File: src/hdl/zx_int_pkg.sv
package zx_int_pkg;

  // pending bit index per source
  localparam int int_src_frm = 0;
  localparam int int_src_lin = 1;

  localparam int intmask_w = 8;  // bits 7:2 reserved

  // frame only after reset
  localparam logic [intmask_w-1:0] intmask_rst = 8'h01;

  // im2 vectors put on the bus during intack
  localparam logic [7:0] vec_frm = 8'hFF;
  localparam logic [7:0] vec_lin = 8'hFD;

endpackage

File: src/hdl/zx_ports_pkg.sv
package zx_ports_pkg;

  localparam int data_w   = 8;
  localparam int sync_len = 2;  // flops per synchroniser

  // low address bytes
  localparam logic [7:0] port_fe_lo    = 8'hFE;  // only bit 0 is decoded
  localparam logic [7:0] port_covox_lo = 8'hFB;
  localparam logic [7:0] port_ext_lo   = 8'hAF;

  // extended register selectors, taken from a[15:8]
  localparam logic [7:0] reg_border_hi  = 8'h0F;
  localparam logic [7:0] reg_sysconf_hi = 8'h20;
  localparam logic [7:0] reg_intmask_hi = 8'h2A;

  localparam int border_w  = 8;
  localparam int sysconf_w = 8;

  // sysconf bits
  localparam int cfg_beeper_mux_bit = 3;  // 1 selects mic
  localparam int cfg_tape_sound_bit = 7;

  // #FE data bits
  localparam int fe_beeper_bit = 4;
  localparam int fe_mic_bit    = 3;
  localparam int fe_tape_bit   = 6;  // read side

  localparam logic [sysconf_w-1:0] sysconf_rst = '0;

endpackage

File: src/hdl/int_ctrl.sv
`timescale 1ns/1ps

module int_ctrl import zx_ports_pkg::*, zx_int_pkg::*; (
  input  logic                 fclk,
  input  logic                 arst_n,
  input  logic                 int_start_frm,
  input  logic                 int_start_lin,
  input  logic [intmask_w-1:0] intmask,
  input  logic                 intack,
  input  logic                 intack_end,
  output logic                 int_n,
  output logic [data_w-1:0]    im2_vec,
  output logic                 im2_oe
);

  logic [1:0] pending;
  logic [1:0] start;
  logic [1:0] clr;
  logic       intack_q;
  logic       ack_frm;  // source taken by the running acknowledge
  logic       sel_frm;

  assign start[int_src_frm] = int_start_frm & intmask[int_src_frm];
  assign start[int_src_lin] = int_start_lin & intmask[int_src_lin];

  // only the acknowledged source is dropped
  assign clr[int_src_frm] = intack_end & ack_frm;
  assign clr[int_src_lin] = intack_end & ~ack_frm;

  always_ff @(posedge fclk or negedge arst_n) begin
    if (!arst_n) begin
      pending  <= '0;
      intack_q <= 1'b0;
      ack_frm  <= 1'b0;
    end else begin
      pending  <= (pending & ~clr) | start;  // new pulse wins over clear
      intack_q <= intack;
      if (intack && !intack_q) begin
        ack_frm <= pending[int_src_frm];
      end
    end
  end

  // frame outranks line, choice frozen after first intack cycle
  assign sel_frm = intack_q ? ack_frm : pending[int_src_frm];
  assign im2_vec = sel_frm ? vec_frm : vec_lin;
  assign im2_oe  = intack;
  assign int_n   = ~|pending;

  a_ack_after_int: assert property (@(posedge fclk) disable iff (!arst_n)
    im2_oe |-> $past(!int_n));

endmodule

File: src/hdl/port_regs.sv
`timescale 1ns/1ps

module port_regs import zx_ports_pkg::*, zx_int_pkg::*; (
  input  logic                 fclk,
  input  logic                 arst_n,
  input  logic [15:0]          a,
  input  logic [data_w-1:0]    d_in,
  input  logic                 io_rd,
  input  logic                 io_wr_s,
  input  logic                 tape_in,
  input  logic [data_w-1:0]    im2_vec,
  input  logic                 im2_oe,
  output logic [data_w-1:0]    d_out,
  output logic                 d_oe,
  output logic [border_w-1:0]  border,
  output logic [intmask_w-1:0] intmask,
  output logic                 beeper,
  output logic                 mic,
  output logic                 beeper_mux,
  output logic                 tape_sound,
  output logic [data_w-1:0]    covox_val,
  output logic                 covox_wr
);

  logic [sysconf_w-1:0] sysconf;
  logic [sync_len-1:0]  tape_sr;
  logic                 is_fe;
  logic                 is_covox;
  logic                 is_ext;
  logic                 rd_fe;
  logic                 rd_sysconf;
  logic                 rd_intmask;
  logic [data_w-1:0]    fe_rdata;

  assign is_fe    = (a[0] == port_fe_lo[0]);  // ula answers on any even port
  assign is_covox = (a[7:0] == port_covox_lo);
  assign is_ext   = (a[7:0] == port_ext_lo);

  assign beeper_mux = sysconf[cfg_beeper_mux_bit];
  assign tape_sound = sysconf[cfg_tape_sound_bit];

  always_ff @(posedge fclk or negedge arst_n) begin
    if (!arst_n) begin
      border   <= '0;
      sysconf  <= sysconf_rst;
      intmask  <= intmask_rst;
      beeper   <= 1'b0;
      mic      <= 1'b0;
      covox_wr <= 1'b0;
      tape_sr  <= '0;
    end else begin
      covox_wr <= 1'b0;
      tape_sr  <= {tape_sr[sync_len-2:0], tape_in};
      if (io_wr_s) begin
        if (is_fe) begin
          border <= {{(border_w-3){1'b0}}, d_in[2:0]};  // spectrum colours only
          beeper <= d_in[fe_beeper_bit];
          mic    <= d_in[fe_mic_bit];
        end
        if (is_covox) begin
          covox_wr <= 1'b1;
        end
        if (is_ext) begin
          case (a[15:8])
            reg_border_hi:  border  <= d_in[border_w-1:0];
            reg_sysconf_hi: sysconf <= d_in[sysconf_w-1:0];
            reg_intmask_hi: intmask <= d_in[intmask_w-1:0];
            default: ;  // unknown selectors ignored
          endcase
        end
      end
    end
  end

  always_ff @(posedge fclk) begin
    if (io_wr_s && is_covox) begin
      covox_val <= d_in;
    end
  end

  // read side
  assign rd_fe      = io_rd & is_fe;
  assign rd_sysconf = io_rd & is_ext & (a[15:8] == reg_sysconf_hi);
  assign rd_intmask = io_rd & is_ext & (a[15:8] == reg_intmask_hi);

  always_comb begin
    fe_rdata = '1;
    fe_rdata[fe_tape_bit] = tape_sr[sync_len-1];
  end

  always_comb begin
    d_out = '1;
    if (im2_oe) begin
      d_out = im2_vec;  // vector wins over any port read
    end else if (rd_fe) begin
      d_out = fe_rdata;
    end else if (rd_sysconf) begin
      d_out = sysconf;
    end else if (rd_intmask) begin
      d_out = intmask;
    end
  end

  assign d_oe = im2_oe | rd_fe | rd_sysconf | rd_intmask;

  // bus stays released while a write is taken
  a_oe_src: assert property (@(posedge fclk) disable iff (!arst_n)
    io_wr_s |-> !d_oe);

endmodule

File: src/hdl/sound_mix.sv
`timescale 1ns/1ps

module sound_mix import zx_ports_pkg::*; (
  input  logic              fclk,
  input  logic              arst_n,
  input  logic              beeper,
  input  logic              mic,
  input  logic              beeper_mux,
  input  logic              tape_sound,
  input  logic              tape_in,
  input  logic [data_w-1:0] covox_val,
  input  logic              covox_wr,
  output logic              beep
);

  logic [sync_len-1:0] tape_sr;
  logic                beeper_q;
  logic                mic_q;
  logic                covox_mode;
  logic [data_w-1:0]   covox_lat;
  logic [data_w-1:0]   acc;
  logic [data_w:0]     acc_sum;
  logic                beep_bit;
  logic                beep_chg;

  assign acc_sum  = {1'b0, acc} + {1'b0, covox_lat};  // carry is the pwm bit
  assign beep_chg = (beeper != beeper_q) | (mic != mic_q);
  assign beep_bit = (beeper_mux ? mic : beeper) ^ (tape_sound & tape_sr[sync_len-1]);

  always_ff @(posedge fclk) begin
    if (covox_wr) begin
      covox_lat <= covox_val;
    end
  end

  always_ff @(posedge fclk or negedge arst_n) begin
    if (!arst_n) begin
      tape_sr    <= '0;
      beeper_q   <= 1'b0;
      mic_q      <= 1'b0;
      covox_mode <= 1'b0;
      acc        <= '0;
      beep       <= 1'b0;
    end else begin
      tape_sr  <= {tape_sr[sync_len-2:0], tape_in};
      beeper_q <= beeper;
      mic_q    <= mic;
      if (covox_wr) begin
        covox_mode <= 1'b1;
        acc        <= '0;
      end else begin
        if (beep_chg) begin
          covox_mode <= 1'b0;  // back to beeper on any #FE sound change
        end
        if (covox_mode) begin
          acc <= acc_sum[data_w-1:0];
        end
      end
      beep <= covox_mode ? acc_sum[data_w] : beep_bit;
    end
  end

endmodule

File: src/hdl/zbus_sync.sv
`timescale 1ns/1ps

module zbus_sync import zx_ports_pkg::*; (
  input  logic fclk,
  input  logic arst_n,
  input  logic iorq_n,
  input  logic mreq_n,
  input  logic rd_n,
  input  logic wr_n,
  input  logic m1_n,
  output logic io_rd,
  output logic io_wr_s,
  output logic intack,
  output logic intack_end
);

  // synchronisers hold active-high copies of the strobes
  logic [sync_len-1:0] iorq_sr;
  logic [sync_len-1:0] mreq_sr;
  logic [sync_len-1:0] rd_sr;
  logic [sync_len-1:0] wr_sr;
  logic [sync_len-1:0] m1_sr;
  logic iorq;
  logic mreq;
  logic rd;
  logic wr;
  logic m1;
  logic io_wr;
  logic io_wr_q;
  logic intack_q;

  always_ff @(posedge fclk or negedge arst_n) begin
    if (!arst_n) begin
      iorq_sr <= '0;
      mreq_sr <= '0;
      rd_sr   <= '0;
      wr_sr   <= '0;
      m1_sr   <= '0;
    end else begin
      iorq_sr <= {iorq_sr[sync_len-2:0], ~iorq_n};
      mreq_sr <= {mreq_sr[sync_len-2:0], ~mreq_n};
      rd_sr   <= {rd_sr[sync_len-2:0], ~rd_n};
      wr_sr   <= {wr_sr[sync_len-2:0], ~wr_n};
      m1_sr   <= {m1_sr[sync_len-2:0], ~m1_n};
    end
  end

  assign iorq = iorq_sr[sync_len-1];
  assign mreq = mreq_sr[sync_len-1];
  assign rd   = rd_sr[sync_len-1];
  assign wr   = wr_sr[sync_len-1];
  assign m1   = m1_sr[sync_len-1];

  assign io_rd  = iorq & rd & ~m1;
  assign io_wr  = iorq & wr;
  assign intack = iorq & m1 & ~mreq;  // mreq low means an opcode fetch

  always_ff @(posedge fclk or negedge arst_n) begin
    if (!arst_n) begin
      io_wr_q  <= 1'b0;
      intack_q <= 1'b0;
    end else begin
      io_wr_q  <= io_wr;
      intack_q <= intack;
    end
  end

  assign io_wr_s    = io_wr & ~io_wr_q;     // one pulse per write cycle
  assign intack_end = intack_q & ~intack;

  // a write strobe never overlaps rd or m1 on the bus
  a_wr_pulse: assert property (@(posedge fclk) disable iff (!arst_n)
    io_wr_s |-> (!rd && !m1));

endmodule

File: src/hdl/zx_io_top.sv
`timescale 1ns/1ps

module zx_io_top (
  input  logic        fclk,
  input  logic        arst_n,
  input  logic        iorq_n,
  input  logic        mreq_n,
  input  logic        rd_n,
  input  logic        wr_n,
  input  logic        m1_n,
  input  logic [15:0] a,
  input  logic [7:0]  d_in,
  input  logic        int_start_frm,
  input  logic        int_start_lin,
  input  logic        tape_in,
  output logic [7:0]  d_out,
  output logic        d_oe,
  output logic        int_n,
  output logic [7:0]  border,
  output logic        beep
);

  logic       io_rd;
  logic       io_wr_s;
  logic       intack;
  logic       intack_end;
  logic [7:0] intmask;
  logic       beeper;
  logic       mic;
  logic       beeper_mux;
  logic       tape_sound;
  logic [7:0] covox_val;
  logic       covox_wr;
  logic [7:0] im2_vec;
  logic       im2_oe;

  zbus_sync sync_i (
    .fclk       (fclk),
    .arst_n     (arst_n),
    .iorq_n     (iorq_n),
    .mreq_n     (mreq_n),
    .rd_n       (rd_n),
    .wr_n       (wr_n),
    .m1_n       (m1_n),
    .io_rd      (io_rd),
    .io_wr_s    (io_wr_s),
    .intack     (intack),
    .intack_end (intack_end)
  );

  port_regs regs_i (
    .fclk       (fclk),
    .arst_n     (arst_n),
    .a          (a),
    .d_in       (d_in),
    .io_rd      (io_rd),
    .io_wr_s    (io_wr_s),
    .tape_in    (tape_in),
    .im2_vec    (im2_vec),
    .im2_oe     (im2_oe),
    .d_out      (d_out),
    .d_oe       (d_oe),
    .border     (border),
    .intmask    (intmask),
    .beeper     (beeper),
    .mic        (mic),
    .beeper_mux (beeper_mux),
    .tape_sound (tape_sound),
    .covox_val  (covox_val),
    .covox_wr   (covox_wr)
  );

  int_ctrl int_i (
    .fclk          (fclk),
    .arst_n        (arst_n),
    .int_start_frm (int_start_frm),
    .int_start_lin (int_start_lin),
    .intmask       (intmask),
    .intack        (intack),
    .intack_end    (intack_end),
    .int_n         (int_n),
    .im2_vec       (im2_vec),
    .im2_oe        (im2_oe)
  );

  sound_mix snd_i (
    .fclk       (fclk),
    .arst_n     (arst_n),
    .beeper     (beeper),
    .mic        (mic),
    .beeper_mux (beeper_mux),
    .tape_sound (tape_sound),
    .tape_in    (tape_in),
    .covox_val  (covox_val),
    .covox_wr   (covox_wr),
    .beep       (beep)
  );

endmodule

File: config.mk
export PLATFORM = sky130hd
export DESIGN_NAME = zx_io_top
export DESIGN_NICKNAME = d
export VERILOG_FILES = /design/src/hdl/zx_int_pkg.sv /design/src/hdl/zx_ports_pkg.sv /design/src/hdl/int_ctrl.sv /design/src/hdl/port_regs.sv /design/src/hdl/sound_mix.sv /design/src/hdl/zbus_sync.sv /design/src/hdl/zx_io_top.sv
export SDC_FILE = /design/constraint.sdc
export NUM_CORES = 1
export LEC_CHECK = 0
export ABC_CLOCK_PERIOD_IN_PS = 2600
export BUFFER_PORTS_ARGS = -buffer_cell sky130_fd_sc_hd__buf_4
export CAP_MARGIN = 20
export CORE_ASPECT_RATIO = 2
export CORE_MARGIN = 4
export CORE_UTILIZATION = 30
export DETAILED_ROUTE_END_ITERATION = 8
export PLACE_DENSITY = 0.52
export SLEW_MARGIN = 5
export SYNTH_ARGS = -nofsm -noshare
export SYNTH_HDL_FRONTEND = slang
export SYNTH_SLANG_ARGS = --single-unit
File: constraint.sdc
create_clock -name fclk -period 2.6 [get_ports fclk]
set_input_delay 0.26 -clock fclk [delete_from_list [all_inputs] [get_ports fclk]]
set_output_delay 0.26 -clock fclk [all_outputs]
set_load 0.05 [all_outputs]
## Word-level counts from Yosys, hierarchy flattened

Index checks and enable logic that the tools add are counted.

- Add/sub/neg operators: 1
- Equality and inequality tests: 7
- Mux-type cells: 17
- Bitwise operators: 35
- Reduce and logical (&&, ||, !) cells: 10

Operators by type and width:

| kind | number |
|---|---|
| $mux W8 | 9 |
| $and A1 B1 Y1 | 16 |
| $eq A8 B6 Y1 const B | 2 |
| $eq A8 B8 Y1 const B | 2 |
| $not A1 Y1 | 11 |
| $add A8 B8 Y9 | 1 |
| $eq A8 B4 Y1 const B | 1 |
| $mux W1 | 7 |
| $reduce_and A3 Y1 | 2 |
| $or A1 B1 Y1 | 4 |
| $reduce_bool A2 Y1 | 2 |
| $and A2 B2 Y2 | 1 |
| $logic_and A1 B1 Y1 | 2 |
| $logic_not A1 Y1 | 2 |
| $mux W2 | 1 |
| $ne A1 B1 Y1 | 2 |
| $not A2 Y2 | 1 |
| $or A2 B2 Y2 | 1 |
| $reduce_and A2 Y1 | 1 |
| $reduce_or A2 Y1 | 1 |
| $xor A1 B1 Y1 | 1 |

- Flip-flop bits (word level): 74
- Output and inout port bits: 19
- Logic and storage cells: 94

## Logic depth before layout (Yosys ltp)

Gate-level depths: netlist of run 1.

- Word-level depth: 8
- Mapped depth: 6

## Hierarchy

A second synthesis of run 1 with hierarchy kept.

- Cell total of the unflattened synthesis: 270
- Area, all modules: 3,339.5 µm²

Modules (own cells, without submodules):

| module | instances | cells an instance | area each (µm²) |
|---|---|---|---|
| port_regs | 1 | 134 | 1,626.6 |
| sound_mix | 1 | 91 | 1,114.8 |
| zbus_sync | 1 | 23 | 366.6 |
| int_ctrl | 1 | 22 | 231.5 |

## Worst setup path after synthesis of run 1

No wires, ideal clock.

- Path type: register to register
- Start point: register snd_i.acc[0]
- End point: register snd_i.acc[6]
- Library setup time: 0.136 ns
- Arrival time: 2.014 ns
- Required time: 2.464 ns
- Setup slack: 0.450 ns
- Stages on the path, launching flop included: 7
- Buffers on the path: 0
- Period minus slack after synthesis: 2.150 ns
- Path through: dfrtp_1 > ha_1 > fa_1 > a21o_1 > a211oi_1 > nor4_1 > or3b_2

- Longest elaborated chain between the ends: 3

Ends and longest elaborated chain:

| item | line | RTL |
|---|---|---|
| from (decl) | sound_mix.sv:21 | `logic [data_w-1:0] acc;` |
| from (signal assigned) | sound_mix.sv:56 | `acc <= acc_sum[data_w-1:0];` |
| $add A8 B8 Y9 | sound_mix.sv:26 | `assign acc_sum = {1'b0, acc} + {1'b0, covox_lat};` |
| $mux W8 | sound_mix.sv:55 | `if (covox_mode) begin` |
| $mux W8 | sound_mix.sv:48 | `if (covox_wr) begin` |

Every way passes these cells. The select of a mux whose other input is x is not followed.
A chain may end at the register's enable or synchronous reset.

## Final worst setup path of run 1

- Start point: register sync_i.m1_sr[1]
- End point: output port d_out[6]

- Longest elaborated chain between the ends: 8

Ends and longest elaborated chain:

| item | line | RTL |
|---|---|---|
| from (decl) | zbus_sync.sv:22 | `logic [sync_len-1:0] m1_sr;` |
| from (signal assigned) | zbus_sync.sv:44 | `m1_sr <= {m1_sr[sync_len-2:0], ~m1_n};` |
| $not A1 Y1 | zbus_sync.sv:54 | `assign io_rd = iorq & rd & ~m1;` |
| $and A1 B1 Y1 | zbus_sync.sv:54 |  |
| $and A1 B1 Y1 | port_regs.sv:83, port_regs.sv:84 |  |
| $and A1 B1 Y1 | port_regs.sv:84 | `assign rd_intmask = io_rd & is_ext & (a[15:8] == reg_intmask_hi);` |
| $mux W8 | port_regs.sv:99 | `end else if (rd_intmask) begin` |
| $mux W8 | port_regs.sv:97 | `end else if (rd_sysconf) begin` |
| $mux W8 | port_regs.sv:95 | `end else if (rd_fe) begin` |
| $mux W8 * | port_regs.sv:93 | `if (im2_oe) begin` |
| to (decl) | zx_io_top.sv:16 | `output logic [7:0] d_out,` |

Every way passes the cells marked *; elsewhere a longest branch is shown, timed or not.

==> flow_metrics.py, run 1 <==
metrics = {
    "worst_setup_path": {
        "timing.critical_path.slowest_stage_cell": "sky130_fd_sc_hd__dfrtp_1",
        "timing.critical_path.cells": "nand3b_1 -> nor4_4 -> nand4_2 -> o221a_1 -> buf_4",
        "required_ns": 2.34,
        "max_stage_delay_ns": 0.37,
        "critical_path.endpoint_type": "primary output",
        "depth_of_the_worst_register_to_register_path": 6,
        "criticalPathCategory": "register to primary output",
        "worst_r2r_endpoint": "snd_i.acc[6]",
        "start_kind": "register",
        "crit-reg2reg-launch": "snd_i.acc[0]",
        "ff2ff_setup_slack_ns": 0.30,
        "timing.critical_path.arrival_ns": 2.15,
        "worstPathMaxFanout": 9,
    },
    "sta": {
        "max_slew.worst_pin.slew_ns": 0.7408,
        "setup_repair_after_global_routing_missed_its_margin": "no",
        "timing.final.max_slew_violations": 0,
        "setup_viol": 0,
        "hold_viol_final": 6,
        "timing.max_slew.rel_slack": 0.5061,
        "timing.fmax_mhz": 414.2,
        "finClkSkew_ns": 0.004594,
        "final_critical_path_setup_slack_ns": 0.1857,
        "final_min_period_over_clock_period": 0.9286,
        "final.setup.tns_ns": 0,
        "worst_hold_margin_ns": -0.008310,
        "clock_period_minus_final_worst_setup_slack_ns": 2.414,
    },
    "logic_synthesis": {
        "synthesis.area_um2": 3128,
        "synth_simple_gate_area_share": 0.1200,
        "synthesized_instance_count": 232,
        "synthDominantCellAreaShare": 0.4400,
        "dominant_combinational_cell_family_by_area_after_synthesis": "simple AND/OR/NAND/NOR gates",
        "synth_enable_flop_cells": 16,
        "synth.area.top_cells": "sky130_fd_sc_hd__dfrtp_1 44%, sky130_fd_sc_hd__edfxtp_1 15%, sky130_fd_sc_hd__mux2_2 9.7%",
        "postSynthNetCount": 275,
        "synth_area_leader_cell": "sky130_fd_sc_hd__dfrtp_1",
        "synth_compound_area_frac": 0.09040,
        "post_synthesis_sequential_area_ratio": 0.6020,
        "yosys.area_share.xor_xnor": 0.01400,
        "synth_area_per_cell_um2": 13.48,
        "post_synthesis_mux_area_share": 0.1100,
        "ys.warnings.count": 0,
        "synthFlopType": "sky130_fd_sc_hd__dfrtp_1",
        "number_of_synthesized_register_bits": 72,
        "synth_async_sr_flop_share": 0.7778,
        "synthDistinctLibCells": 51,
        "synth_adder_area_share": 0.03840,
    },
    "placed_design": {
        "placement.cell_area_um2": 3695,
        "place.gp.congestion": 0.8383,
        "place.port_buffers": 52,
        "dp_slack_ns": 0.3025,
        "post_dp_hpwl_um": 5249,
        "dp.cells": 420,
    },
    "floorplan": {
        "die_height_um": 152.4,
        "chipWidth_um": 80.21,
        "total_die_area_um2": 12220,
        "effective_utilization_at_floorplan": 0.3082,
        "rows": 52,
        "core_area_um2": 10150,
        "io-pin-count": 53,
    },
    "cells_and_area": {
        "layout-area-overhead-vs-synth_pct": 28.84,
        "final_cells": 436,
        "nets": 339,
        "post-route-cell-area_um2": 4030,
        "layout.cells.most_common": "sky130_fd_sc_hd__buf_4",
        "num-fill-cells": 1009,
        "final_layout_size_suffix_gt1_frac": 0.3621,
        "insertedDiodeCount": 0,
        "commonest_non_fill_non_tap_cells_in_the_layout": "57 x sky130_fd_sc_hd__buf_4, 55 x sky130_fd_sc_hd__dfrtp_1, 27 x sky130_fd_sc_hd__mux2_2",
    },
    "cts": {
        "max-clock-path-buffers": 2,
        "number_of_buffers_added_to_fix_hold_violations_after_cts": 0,
        "post_cts.repair.setup_buffers": 0,
        "cts-root-buf": "sky130_fd_sc_hd__clkbuf_16",
        "clkSinkCount": 72,
        "clk_lat_worst_skew_ns": 0.33,
        "htree_levels": 3,
        "tritoncts": "done",
        "ctsResizeCount": 0,
        "number_of_buffers_added_by_the_clock_tree_synthesis_step": 9,
        "clk_pin_slew_worst_paths_ns": 0.06,
    },
    "run": {
        "drv.max_cap_violation_count": 0,
    },
    "pwr": {
        "power.internal_uw": 2235,
        "peakVddDrop_mv": 0.3601,
        "p_seq_frac": 0.428,
        "combinationalPowerShare": 0.087,
        "p_switching_uw": 619.2,
        "power.clock.fraction": 0.485,
        "power.leakage_uw": 0.001880,
        "power_per_standard_cell_area_nw_per_um2": 708.3,
        "total_power_consumption_uw": 2855,
        "swShare": 0.2169,
    },
    "detailed_routing": {
        "drc": 0,
        "drt_wl_total_um": 7028,
        "drtIter0Drc": 59,
        "route.detailed.wl_per_inst_um": 16.12,
        "vias": 2064,
        "routed_via_density": 4.734,
        "antenna_violating_nets_post_route": 0,
        "detailed_routing_iterations_pass_1": 4,
    },
    "global_route": {
        "initial_antenna_violation_count": 0,
        "grt_pass1_wl_um": 11210,
        "gr-total-overflow": 0,
        "grt_max_degree": 57,
        "first_global_vias": 2199,
        "grt_usage": 0.1236,
    },
    "run_status": {
        "outcome": "complete, but fails checks",
        "failing_checks": "hold timing",
    },
    "min_path": {
        "hold_class": "input pin to asynchronous set/reset pin",
    },
}
worst max-delay path by stage:
stage                         start           end  slack [ns]
finish              sync_i.m1_sr[1]      d_out[6]        0.19
global route        sync_i.m1_sr[1]      d_out[6]        0.07
CTS                 sync_i.m1_sr[1]      d_out[1]        0.13
global placement               a[8]      d_out[1]        0.32
detailed placement             a[4]      d_out[1]        0.30
floorplan              snd_i.acc[0]  snd_i.acc[6]        0.45
cells by family (layout without fill, tap and decap cells):
| group | Yosys count | in the layout |
|---|---|---|
| flops | 72 | 72 |
| simple gates | 63 | 63 |
| compound gates | 35 | 35 |
| mux | 31 | 31 |
| buf+inv | 17 | 86 |
| fa+ha+maj | 9 | 9 |
| xor+xnor | 5 | 5 |
power by group through the flow:
stage,registers [µW],clock network [µW],logic (µW)
finish,1220,1380,249
global route,1230,1470,272
CTS,1220,1430,254
detailed placement,1250,0,253
global placement,1240,0,251
floorplan,1290,0,90.1
cells in the mapped netlist (3+ instances only):
cell type / number
sky130_fd_sc_hd__dfrtp_1: 55
sky130_fd_sc_hd__mux2_2: 27
sky130_fd_sc_hd__edfxtp_1: 16
sky130_fd_sc_hd__nand2_1: 14
sky130_fd_sc_hd__inv_1: 13
sky130_fd_sc_hd__nor2_1: 13
sky130_fd_sc_hd__ha_1: 8
sky130_fd_sc_hd__nand3_1: 7
sky130_fd_sc_hd__nor2b_1: 6
sky130_fd_sc_hd__o22a_1: 6
sky130_fd_sc_hd__a21o_1: 4
sky130_fd_sc_hd__mux2i_1: 4
sky130_fd_sc_hd__xnor2_1: 4
sky130_fd_sc_hd__a21oi_1: 3
sky130_fd_sc_hd__nand3b_1: 3
sky130_fd_sc_hd__o2111ai_1: 3
state kept, by name, indices dropped and copies added (netlist names), 2 cells and up:
name              flops
snd_i.acc             8
regs_i.covox_val      8
regs_i.sysconf        8
int_i.pending         2
regs_i.intmask        8
regs_i.border         8
snd_i.covox_lat       8
sync_i.mreq_sr        2
sync_i.iorq_sr        2
sync_i.m1_sr          2
sync_i.wr_sr          2
sync_i.rd_sr          2
layer usage:
layer | part of all wire | GRT usage | up-vias | wire, µm
met5 | 0 | 0 | - | 0
met4 | 0.024 | 0.06366 | 0 | 167
met3 | 0.042 | 0.03077 | 13 | 292
met2 | 0.57 | 0.2207 | 53 | 3995
met1 | 0.37 | 0.1290 | 1019 | 2572
li1 | - | - | 979 | -
worst max-delay path, delay by kind of cell, from the launching register on:
kind                   cells  cell delay [ns]
AO/OA/AOI/OAI              1             0.35
buffers and inverters      1             0.20
flip-flops                 1             0.37
AND/OR/NAND/NOR            3             0.90
through the flow:
step	hold WS [ns]	util
3_3_place_gp	0.3327	0.3640
2_1_floorplan	-0.03559	-
5_1_grt	0.02212	0.3971
4_1_cts	0.02083	0.3971
3_5_place_dp	0.3356	0.3640
6_report	-0.008310	0.3971
layout make-up:
class | instances | area, µm² | share of cell area
clock buffer | 10 | 229.0 | 0.05681
clock inverter | 6 | 106.4 | 0.02639
inverter | 13 | 48.80 | 0.01211
multi-input combinational | 143 | 1166 | 0.2894
sequential | 72 | 1883 | 0.4672
tap | 135 | 168.9 | 0.04191
timing repair buffer | 57 | 427.9 | 0.1062
Note: power is estimated with default switching activity, not from simulation.
==> run 2: changes to the inputs <==
--- a/config.mk
+++ b/config.mk
@@ -12,6 +12,7 @@
 export CORE_MARGIN = 4
 export CORE_UTILIZATION = 30
 export DETAILED_ROUTE_END_ITERATION = 8
+export HOLD_SLACK_MARGIN = 0.06
 export PLACE_DENSITY = 0.52
 export SLEW_MARGIN = 5
 export SYNTH_ARGS = -nofsm -noshare
==> flow_metrics.py, run 2 (synthesis results as in run 1) <==
metrics = {
    "sta": {
        "clock_period_minus_final_worst_setup_slack_ns": 2.423,
        "setup_viol": 0,
        "hold_viol_final": 0,
        "timing.max_slew.rel_slack": 0.5059,
        "max_slew.worst_pin.slew_ns": 0.7411,
        "timing.fmax_mhz": 412.7,
        "finClkSkew_ns": 0.004597,
        "timing.final.max_slew_violations": 0,
        "final_min_period_over_clock_period": 0.9320,
        "final.setup.tns_ns": 0,
        "setup_repair_after_global_routing_missed_its_margin": "no",
    },
    "worst_setup_path": {
        "timing.critical_path.arrival_ns": 2.16,
        "timing.critical_path.cells": "nand3b_1 -> nor4_4 -> nand4_2 -> o221a_1 -> buf_4",
        "timing.critical_path.slowest_stage_cell": "sky130_fd_sc_hd__dfrtp_1",
        "critical_path.n_buffers_inverters": 1,
        "required_ns": 2.34,
        "criticalPathCategory": "register to primary output",
        "crit-reg2reg-launch": "snd_i.acc[0]",
        "max_stage_delay_ns": 0.37,
        "critical_path.endpoint_type": "primary output",
        "worstPathMaxFanout": 9,
        "crit_start": "sync_i.m1_sr[1]",
        "timing.critical_path.max_delay_family": "simple AND/OR/NAND/NOR gates",
        "start_kind": "register",
    },
    "pwr": {
        "swShare": 0.2172,
        "peakVddDrop_mv": 0.3589,
        "power.leakage_uw": 0.001910,
        "power_per_standard_cell_area_nw_per_um2": 698.6,
        "p_switching_uw": 622.2,
        "p_seq_frac": 0.427,
        "power.internal_uw": 2242,
        "combinationalPowerShare": 0.090,
        "power.clock.fraction": 0.483,
    },
    "cts": {
        "clkSinkCount": 72,
        "clk_pin_slew_worst_paths_ns": 0.06,
        "ctsResizeCount": 0,
        "max-clock-path-buffers": 2,
        "clk_lat_worst_skew_ns": 0.33,
        "number_of_buffers_added_by_the_clock_tree_synthesis_step": 9,
        "htree_levels": 3,
        "cts-root-buf": "sky130_fd_sc_hd__clkbuf_16",
        "tritoncts": "done",
    },
    "global_route": {
        "gr-usage-met2": 0.2255,
        "gr-total-overflow": 0,
        "grt_max_degree": 57,
        "met1_usage": 0.1306,
        "grt_busiest_layer": "met2",
        "grt_pass1_wl_um": 11420,
        "grt_usage": 0.1255,
        "met3_grt_util": 0.03077,
        "first_global_vias": 2262,
        "initial_antenna_violation_count": 0,
    },
    "min_path": {
        "timing.hold.worst.start": "int_start_lin",
        "hold_class": "input pin to register",
    },
    "detailed_routing": {
        "routed_via_density": 4.704,
        "drt_wl_total_um": 7113,
        "route.detailed.wl_per_inst_um": 16.06,
        "antenna_violating_nets_post_route": 0,
        "detailed_routing_iterations_pass_1": 4,
        "drtIter0Drc": 64,
        "vias": 2084,
        "drc": 0,
    },
    "placed_design": {
        "place.port_buffers": 52,
        "post_dp_hpwl_um": 5249,
        "place.gp.congestion": 0.8383,
        "dp.cells": 420,
    },
    "floorplan": {
        "chipWidth_um": 80.21,
        "total_die_area_um2": 12220,
        "die_height_um": 152.4,
        "io-pin-count": 53,
        "rows": 52,
        "core_area_um2": 10150,
        "effective_utilization_at_floorplan": 0.3082,
    },
    "cells_and_area": {
        "final_cells": 443,
        "commonest_non_fill_non_tap_cells_in_the_layout": "57 x sky130_fd_sc_hd__buf_4, 55 x sky130_fd_sc_hd__dfrtp_1, 27 x sky130_fd_sc_hd__mux2_2",
        "layout.cells.most_common": "sky130_fd_sc_hd__buf_4",
        "insertedDiodeCount": 0,
        "layout-area-overhead-vs-synth_pct": 31.08,
        "final_util": 0.4040,
        "nets": 346,
        "final_layout_size_suffix_gt1_frac": 0.3539,
    },
    "run": {
        "drv.max_cap_violation_count": 0,
    },
    "run_status": {
        "outcome": "finished clean",
    },
}
-- run 2: worst paths after layout --
kind                               endpoint  slack (ns)  cells after the start
min reg2reg                 sync_i.wr_sr[1]        0.35                      0
max in group asynchronous      snd_i.acc[6]        1.57                      2
max reg2reg                    snd_i.acc[6]        0.30                      6
min in group asynchronous  snd_i.covox_mode        0.54                      2
max                                d_out[6]        0.18                      5
min                        int_i.pending[1]        0.12                      3
-- run 2: layer usage --
metal,up-vias,wire length (µm)
met5,-,0
met4,0,200
met3,16,231
met2,44,4057
met1,1033,2624
li1,991,-
-- run 2: area by class of cell --
class | count | area [µm²]
clock buffer | 10 | 229.0
clock inverter | 6 | 106.4
fill | 1003 | 6050
inverter | 13 | 48.80
multi-input combinational | 143 | 1166
sequential | 72 | 1883
tap | 135 | 168.9
timing repair buffer | 64 | 498.0
-- run 2: power groups by stage --
stage | logic [µW] | clock network [µW] | registers (µW)
2_1_floorplan | 90.1 | 0 | 1290
3_3_place_gp | 251 | 0 | 1240
3_5_place_dp | 253 | 0 | 1250
4_1_cts | 262 | 1430 | 1220
5_1_grt | 281 | 1470 | 1230
6_report | 257 | 1380 | 1220
-- run 2: worst min-delay path, stage by stage --
cell and delay (ns):
sky130_fd_sc_hd__buf_4 0.08, sky130_fd_sc_hd__nand2_1 0.04, sky130_fd_sc_hd__nand2_1 0.04
-- run 2: stage by stage --
| step | setup slack (ns) | hold slack [ns] | total power [µW] | cell area, µm² |
|---|---|---|---|---|
| 2_1_floorplan | 0.4500 | -0.03559 | 1377 | 3128 |
| 3_3_place_gp | 0.3166 | 0.3327 | 1495 | 3695 |
| 3_5_place_dp | 0.3025 | 0.3356 | 1498 | 3695 |
| 4_1_cts | 0.1332 | 0.1057 | 2912 | 4100 |
| 5_1_grt | 0.06809 | 0.1179 | 2980 | 4100 |
| 6_report | 0.1768 | 0.1205 | 2864 | 4100 |
-- run 2: what timing repair did --
| item | 4_1_cts | 5_1_grt |
|---|---|---|
| hold buffers | 7 | 0 |
| buffers inserted | 0 | 0 |
| endpoints found under the hold margin | 61 | 0 |
==> run 3: changes to the inputs <==
--- a/config.mk
+++ b/config.mk
@@ -5,6 +5,7 @@
 export SDC_FILE = /design/constraint.sdc
 export NUM_CORES = 1
 export LEC_CHECK = 0
+export ABC_AREA = 1
 export ABC_CLOCK_PERIOD_IN_PS = 2600
 export BUFFER_PORTS_ARGS = -buffer_cell sky130_fd_sc_hd__buf_4
 export CAP_MARGIN = 20
==> flow_metrics.py, run 3 <==
metrics = {
    "run_status": {
        "outcome": "finished clean",
    },
    "cts": {
        "clk_pin_slew_worst_paths_ns": 0.06,
        "tritoncts": "done",
        "max-clock-path-buffers": 2,
        "htree_levels": 3,
        "ctsResizeCount": 0,
        "clkSinkCount": 72,
        "cts-root-buf": "sky130_fd_sc_hd__clkbuf_16",
        "number_of_buffers_added_to_fix_hold_violations_after_cts": 5,
        "clk_lat_worst_skew_ns": 0.33,
        "number_of_buffers_added_by_the_clock_tree_synthesis_step": 9,
        "post_cts.repair.setup_buffers": 0,
    },
    "worst_setup_path": {
        "criticalPathCategory": "register to primary output",
        "timing.critical_path.arrival_ns": 1.78,
        "required_ns": 2.34,
        "worstPathMaxFanout": 8,
        "start_kind": "register",
        "critical_path.endpoint_type": "primary output",
    },
    "global_route": {
        "grt_max_degree": 57,
        "first_global_vias": 2341,
        "grt_pass1_wl_um": 11380,
        "initial_antenna_violation_count": 0,
        "grt_usage": 0.1206,
        "gr-total-overflow": 0,
    },
    "floorplan": {
        "chipWidth_um": 82.19,
        "rows": 54,
        "die_height_um": 156.4,
        "effective_utilization_at_floorplan": 0.3054,
        "core_area_um2": 10810,
        "io-pin-count": 53,
        "total_die_area_um2": 12850,
    },
    "sta": {
        "clock_period_minus_final_worst_setup_slack_ns": 2.042,
        "setup_repair_after_global_routing_missed_its_margin": "no",
        "hold_viol_final": 0,
        "final_min_period_over_clock_period": 0.7853,
        "final.setup.tns_ns": 0,
        "timing.final.max_slew_violations": 0,
        "max_slew.worst_pin.slew_ns": 0.7343,
        "setup_viol": 0,
        "timing.fmax_mhz": 489.8,
        "finClkSkew_ns": 0.006021,
        "timing.max_slew.rel_slack": 0.5105,
    },
    "logic_synthesis": {
        "synthFlopType": "sky130_fd_sc_hd__dfrtp_1",
        "synthesized_instance_count": 318,
        "synthDistinctLibCells": 38,
        "synth_common_cells": "75 x sky130_fd_sc_hd__nand2_1, 55 x sky130_fd_sc_hd__dfrtp_1, 41 x sky130_fd_sc_hd__inv_1",
        "synth.area.top_cells": "sky130_fd_sc_hd__dfrtp_1 42%, sky130_fd_sc_hd__edfxtp_1 15%, sky130_fd_sc_hd__nand2_1 8.5%",
        "synth_area_per_cell_um2": 10.38,
        "ys.warnings.count": 0,
        "synthDominantCellAreaShare": 0.4168,
        "yosys.cell_count.top_type": "sky130_fd_sc_hd__nand2_1",
        "synth_enable_flop_cells": 16,
        "post_synthesis_sequential_area_ratio": 0.5703,
        "number_of_synthesized_register_bits": 72,
        "postSynthNetCount": 361,
        "synth_async_sr_flop_share": 0.7778,
        "synthesis.area_um2": 3302,
        "synth_area_leader_cell": "sky130_fd_sc_hd__dfrtp_1",
    },
    "min_path": {
        "hold_class": "input pin to register",
    },
    "detailed_routing": {
        "drtIter0Drc": 131,
        "drt_wl_total_um": 7033,
        "routed_via_density": 4.377,
        "drc": 0,
        "vias": 2311,
        "detailed_routing_iterations_pass_1": 4,
        "route.detailed.wl_per_inst_um": 13.32,
        "antenna_violating_nets_post_route": 0,
    },
    "cells_and_area": {
        "layout.cells.most_common": "sky130_fd_sc_hd__nand2_1",
        "insertedDiodeCount": 0,
        "final_cells": 528,
        "final_layout_size_suffix_gt1_frac": 0.3015,
        "commonest_non_fill_non_tap_cells_in_the_layout": "75 x sky130_fd_sc_hd__nand2_1, 55 x sky130_fd_sc_hd__dfrtp_1, 53 x sky130_fd_sc_hd__buf_4",
        "layout-area-overhead-vs-synth_pct": 27.13,
        "nets": 426,
        "num-fill-cells": 1093,
    },
    "placed_design": {
        "place.port_buffers": 52,
        "place.gp.congestion": 0.7828,
        "dp.cells": 507,
        "post_dp_hpwl_um": 5435,
    },
    "pwr": {
        "power.leakage_uw": 0.002037,
        "power_per_standard_cell_area_nw_per_um2": 669.7,
        "peakVddDrop_mv": 0.3261,
    },
    "run": {
        "drv.max_cap_violation_count": 0,
    },
}
-- run 3: critical path, stage by stage, from the launching register on --
cell	delay, ns
sky130_fd_sc_hd__dfrtp_1	0.37
sky130_fd_sc_hd__nand2_1	0.09
sky130_fd_sc_hd__nor2_2	0.15
sky130_fd_sc_hd__nand3_2	0.13
sky130_fd_sc_hd__nor2_4	0.11
sky130_fd_sc_hd__inv_2	0.09
sky130_fd_sc_hd__or2_1	0.21
sky130_fd_sc_hd__nand2_1	0.07
sky130_fd_sc_hd__nand2_1	0.05
sky130_fd_sc_hd__buf_4	0.18
-- run 3: cells by family (layout without fill, tap and decap cells) --
group	Yosys count	in the layout	synth area share
xor gates and xnor gates	4	4	0.01061
and+or+nand+nor	137	137	0.2122
DFF	72	72	0.5703
buffers and inverters	47	117	0.06252
AOI/OAI and AO/OA	49	49	0.1080
adders and majority gates	9	9	0.03638
-- run 3: metal layers --
metal / wire length [µm] / track usage
met5: 0 / 0
met4: 150 / 0.05468
met1: 2549 / 0.1230
met2: 4117 / 0.2228
met3: 216 / 0.02765
-- run 3: path summary, 6_finish.rpt --
| path | from | endpoint | slack, ns | depth (start not counted) |
|---|---|---|---|---|
| max | sync_i.iorq_sr[1] | d_out[6] | 0.56 | 9 |
| max in group asynchronous | arst_n | regs_i.beeper | 1.58 | 2 |
| min in group asynchronous | arst_n | snd_i.tape_sr[0] | 0.53 | 2 |
| max reg2reg | snd_i.acc[0] | snd_i.acc[6] | 0.78 | 9 |
| min reg2reg | sync_i.wr_sr[0] | sync_i.wr_sr[1] | 0.35 | 0 |
| min | m1_n | sync_i.m1_sr[0] | 0.07 | 2 |
-- run 3: stage by stage --
step	instance area, µm²	utilization	hold WS, ns	total power, µW	setup slack, ns
6_report	4198	0.3883	0.07144	2811	0.5583
5_1_grt	4198	0.3883	0.06663	2933	0.4254
4_1_cts	4198	0.3883	0.06404	2852	0.5267
3_5_place_dp	3836	0.3549	0.3358	1559	0.7759
3_3_place_gp	3836	0.3549	0.3312	1553	0.7846
2_1_floorplan	3302	-	-0.03559	1427	0.6918
-- run 3: power by group --
group	internal (µW)	switching, µW
Sequential	1200	32.9
Clock	764	512
Combinational	111	186
-- run 3: cell type report --
cell class | instances | area [µm²] | area share
tap | 140 | 175.2 | 0.04173
multi-input combinational | 199 | 1219 | 0.2903
timing repair buffer | 58 | 447.9 | 0.1067
inverter | 43 | 161.4 | 0.03845
clock buffer | 9 | 225.2 | 0.05365
clock inverter | 7 | 86.33 | 0.02057
sequential | 72 | 1883 | 0.4486
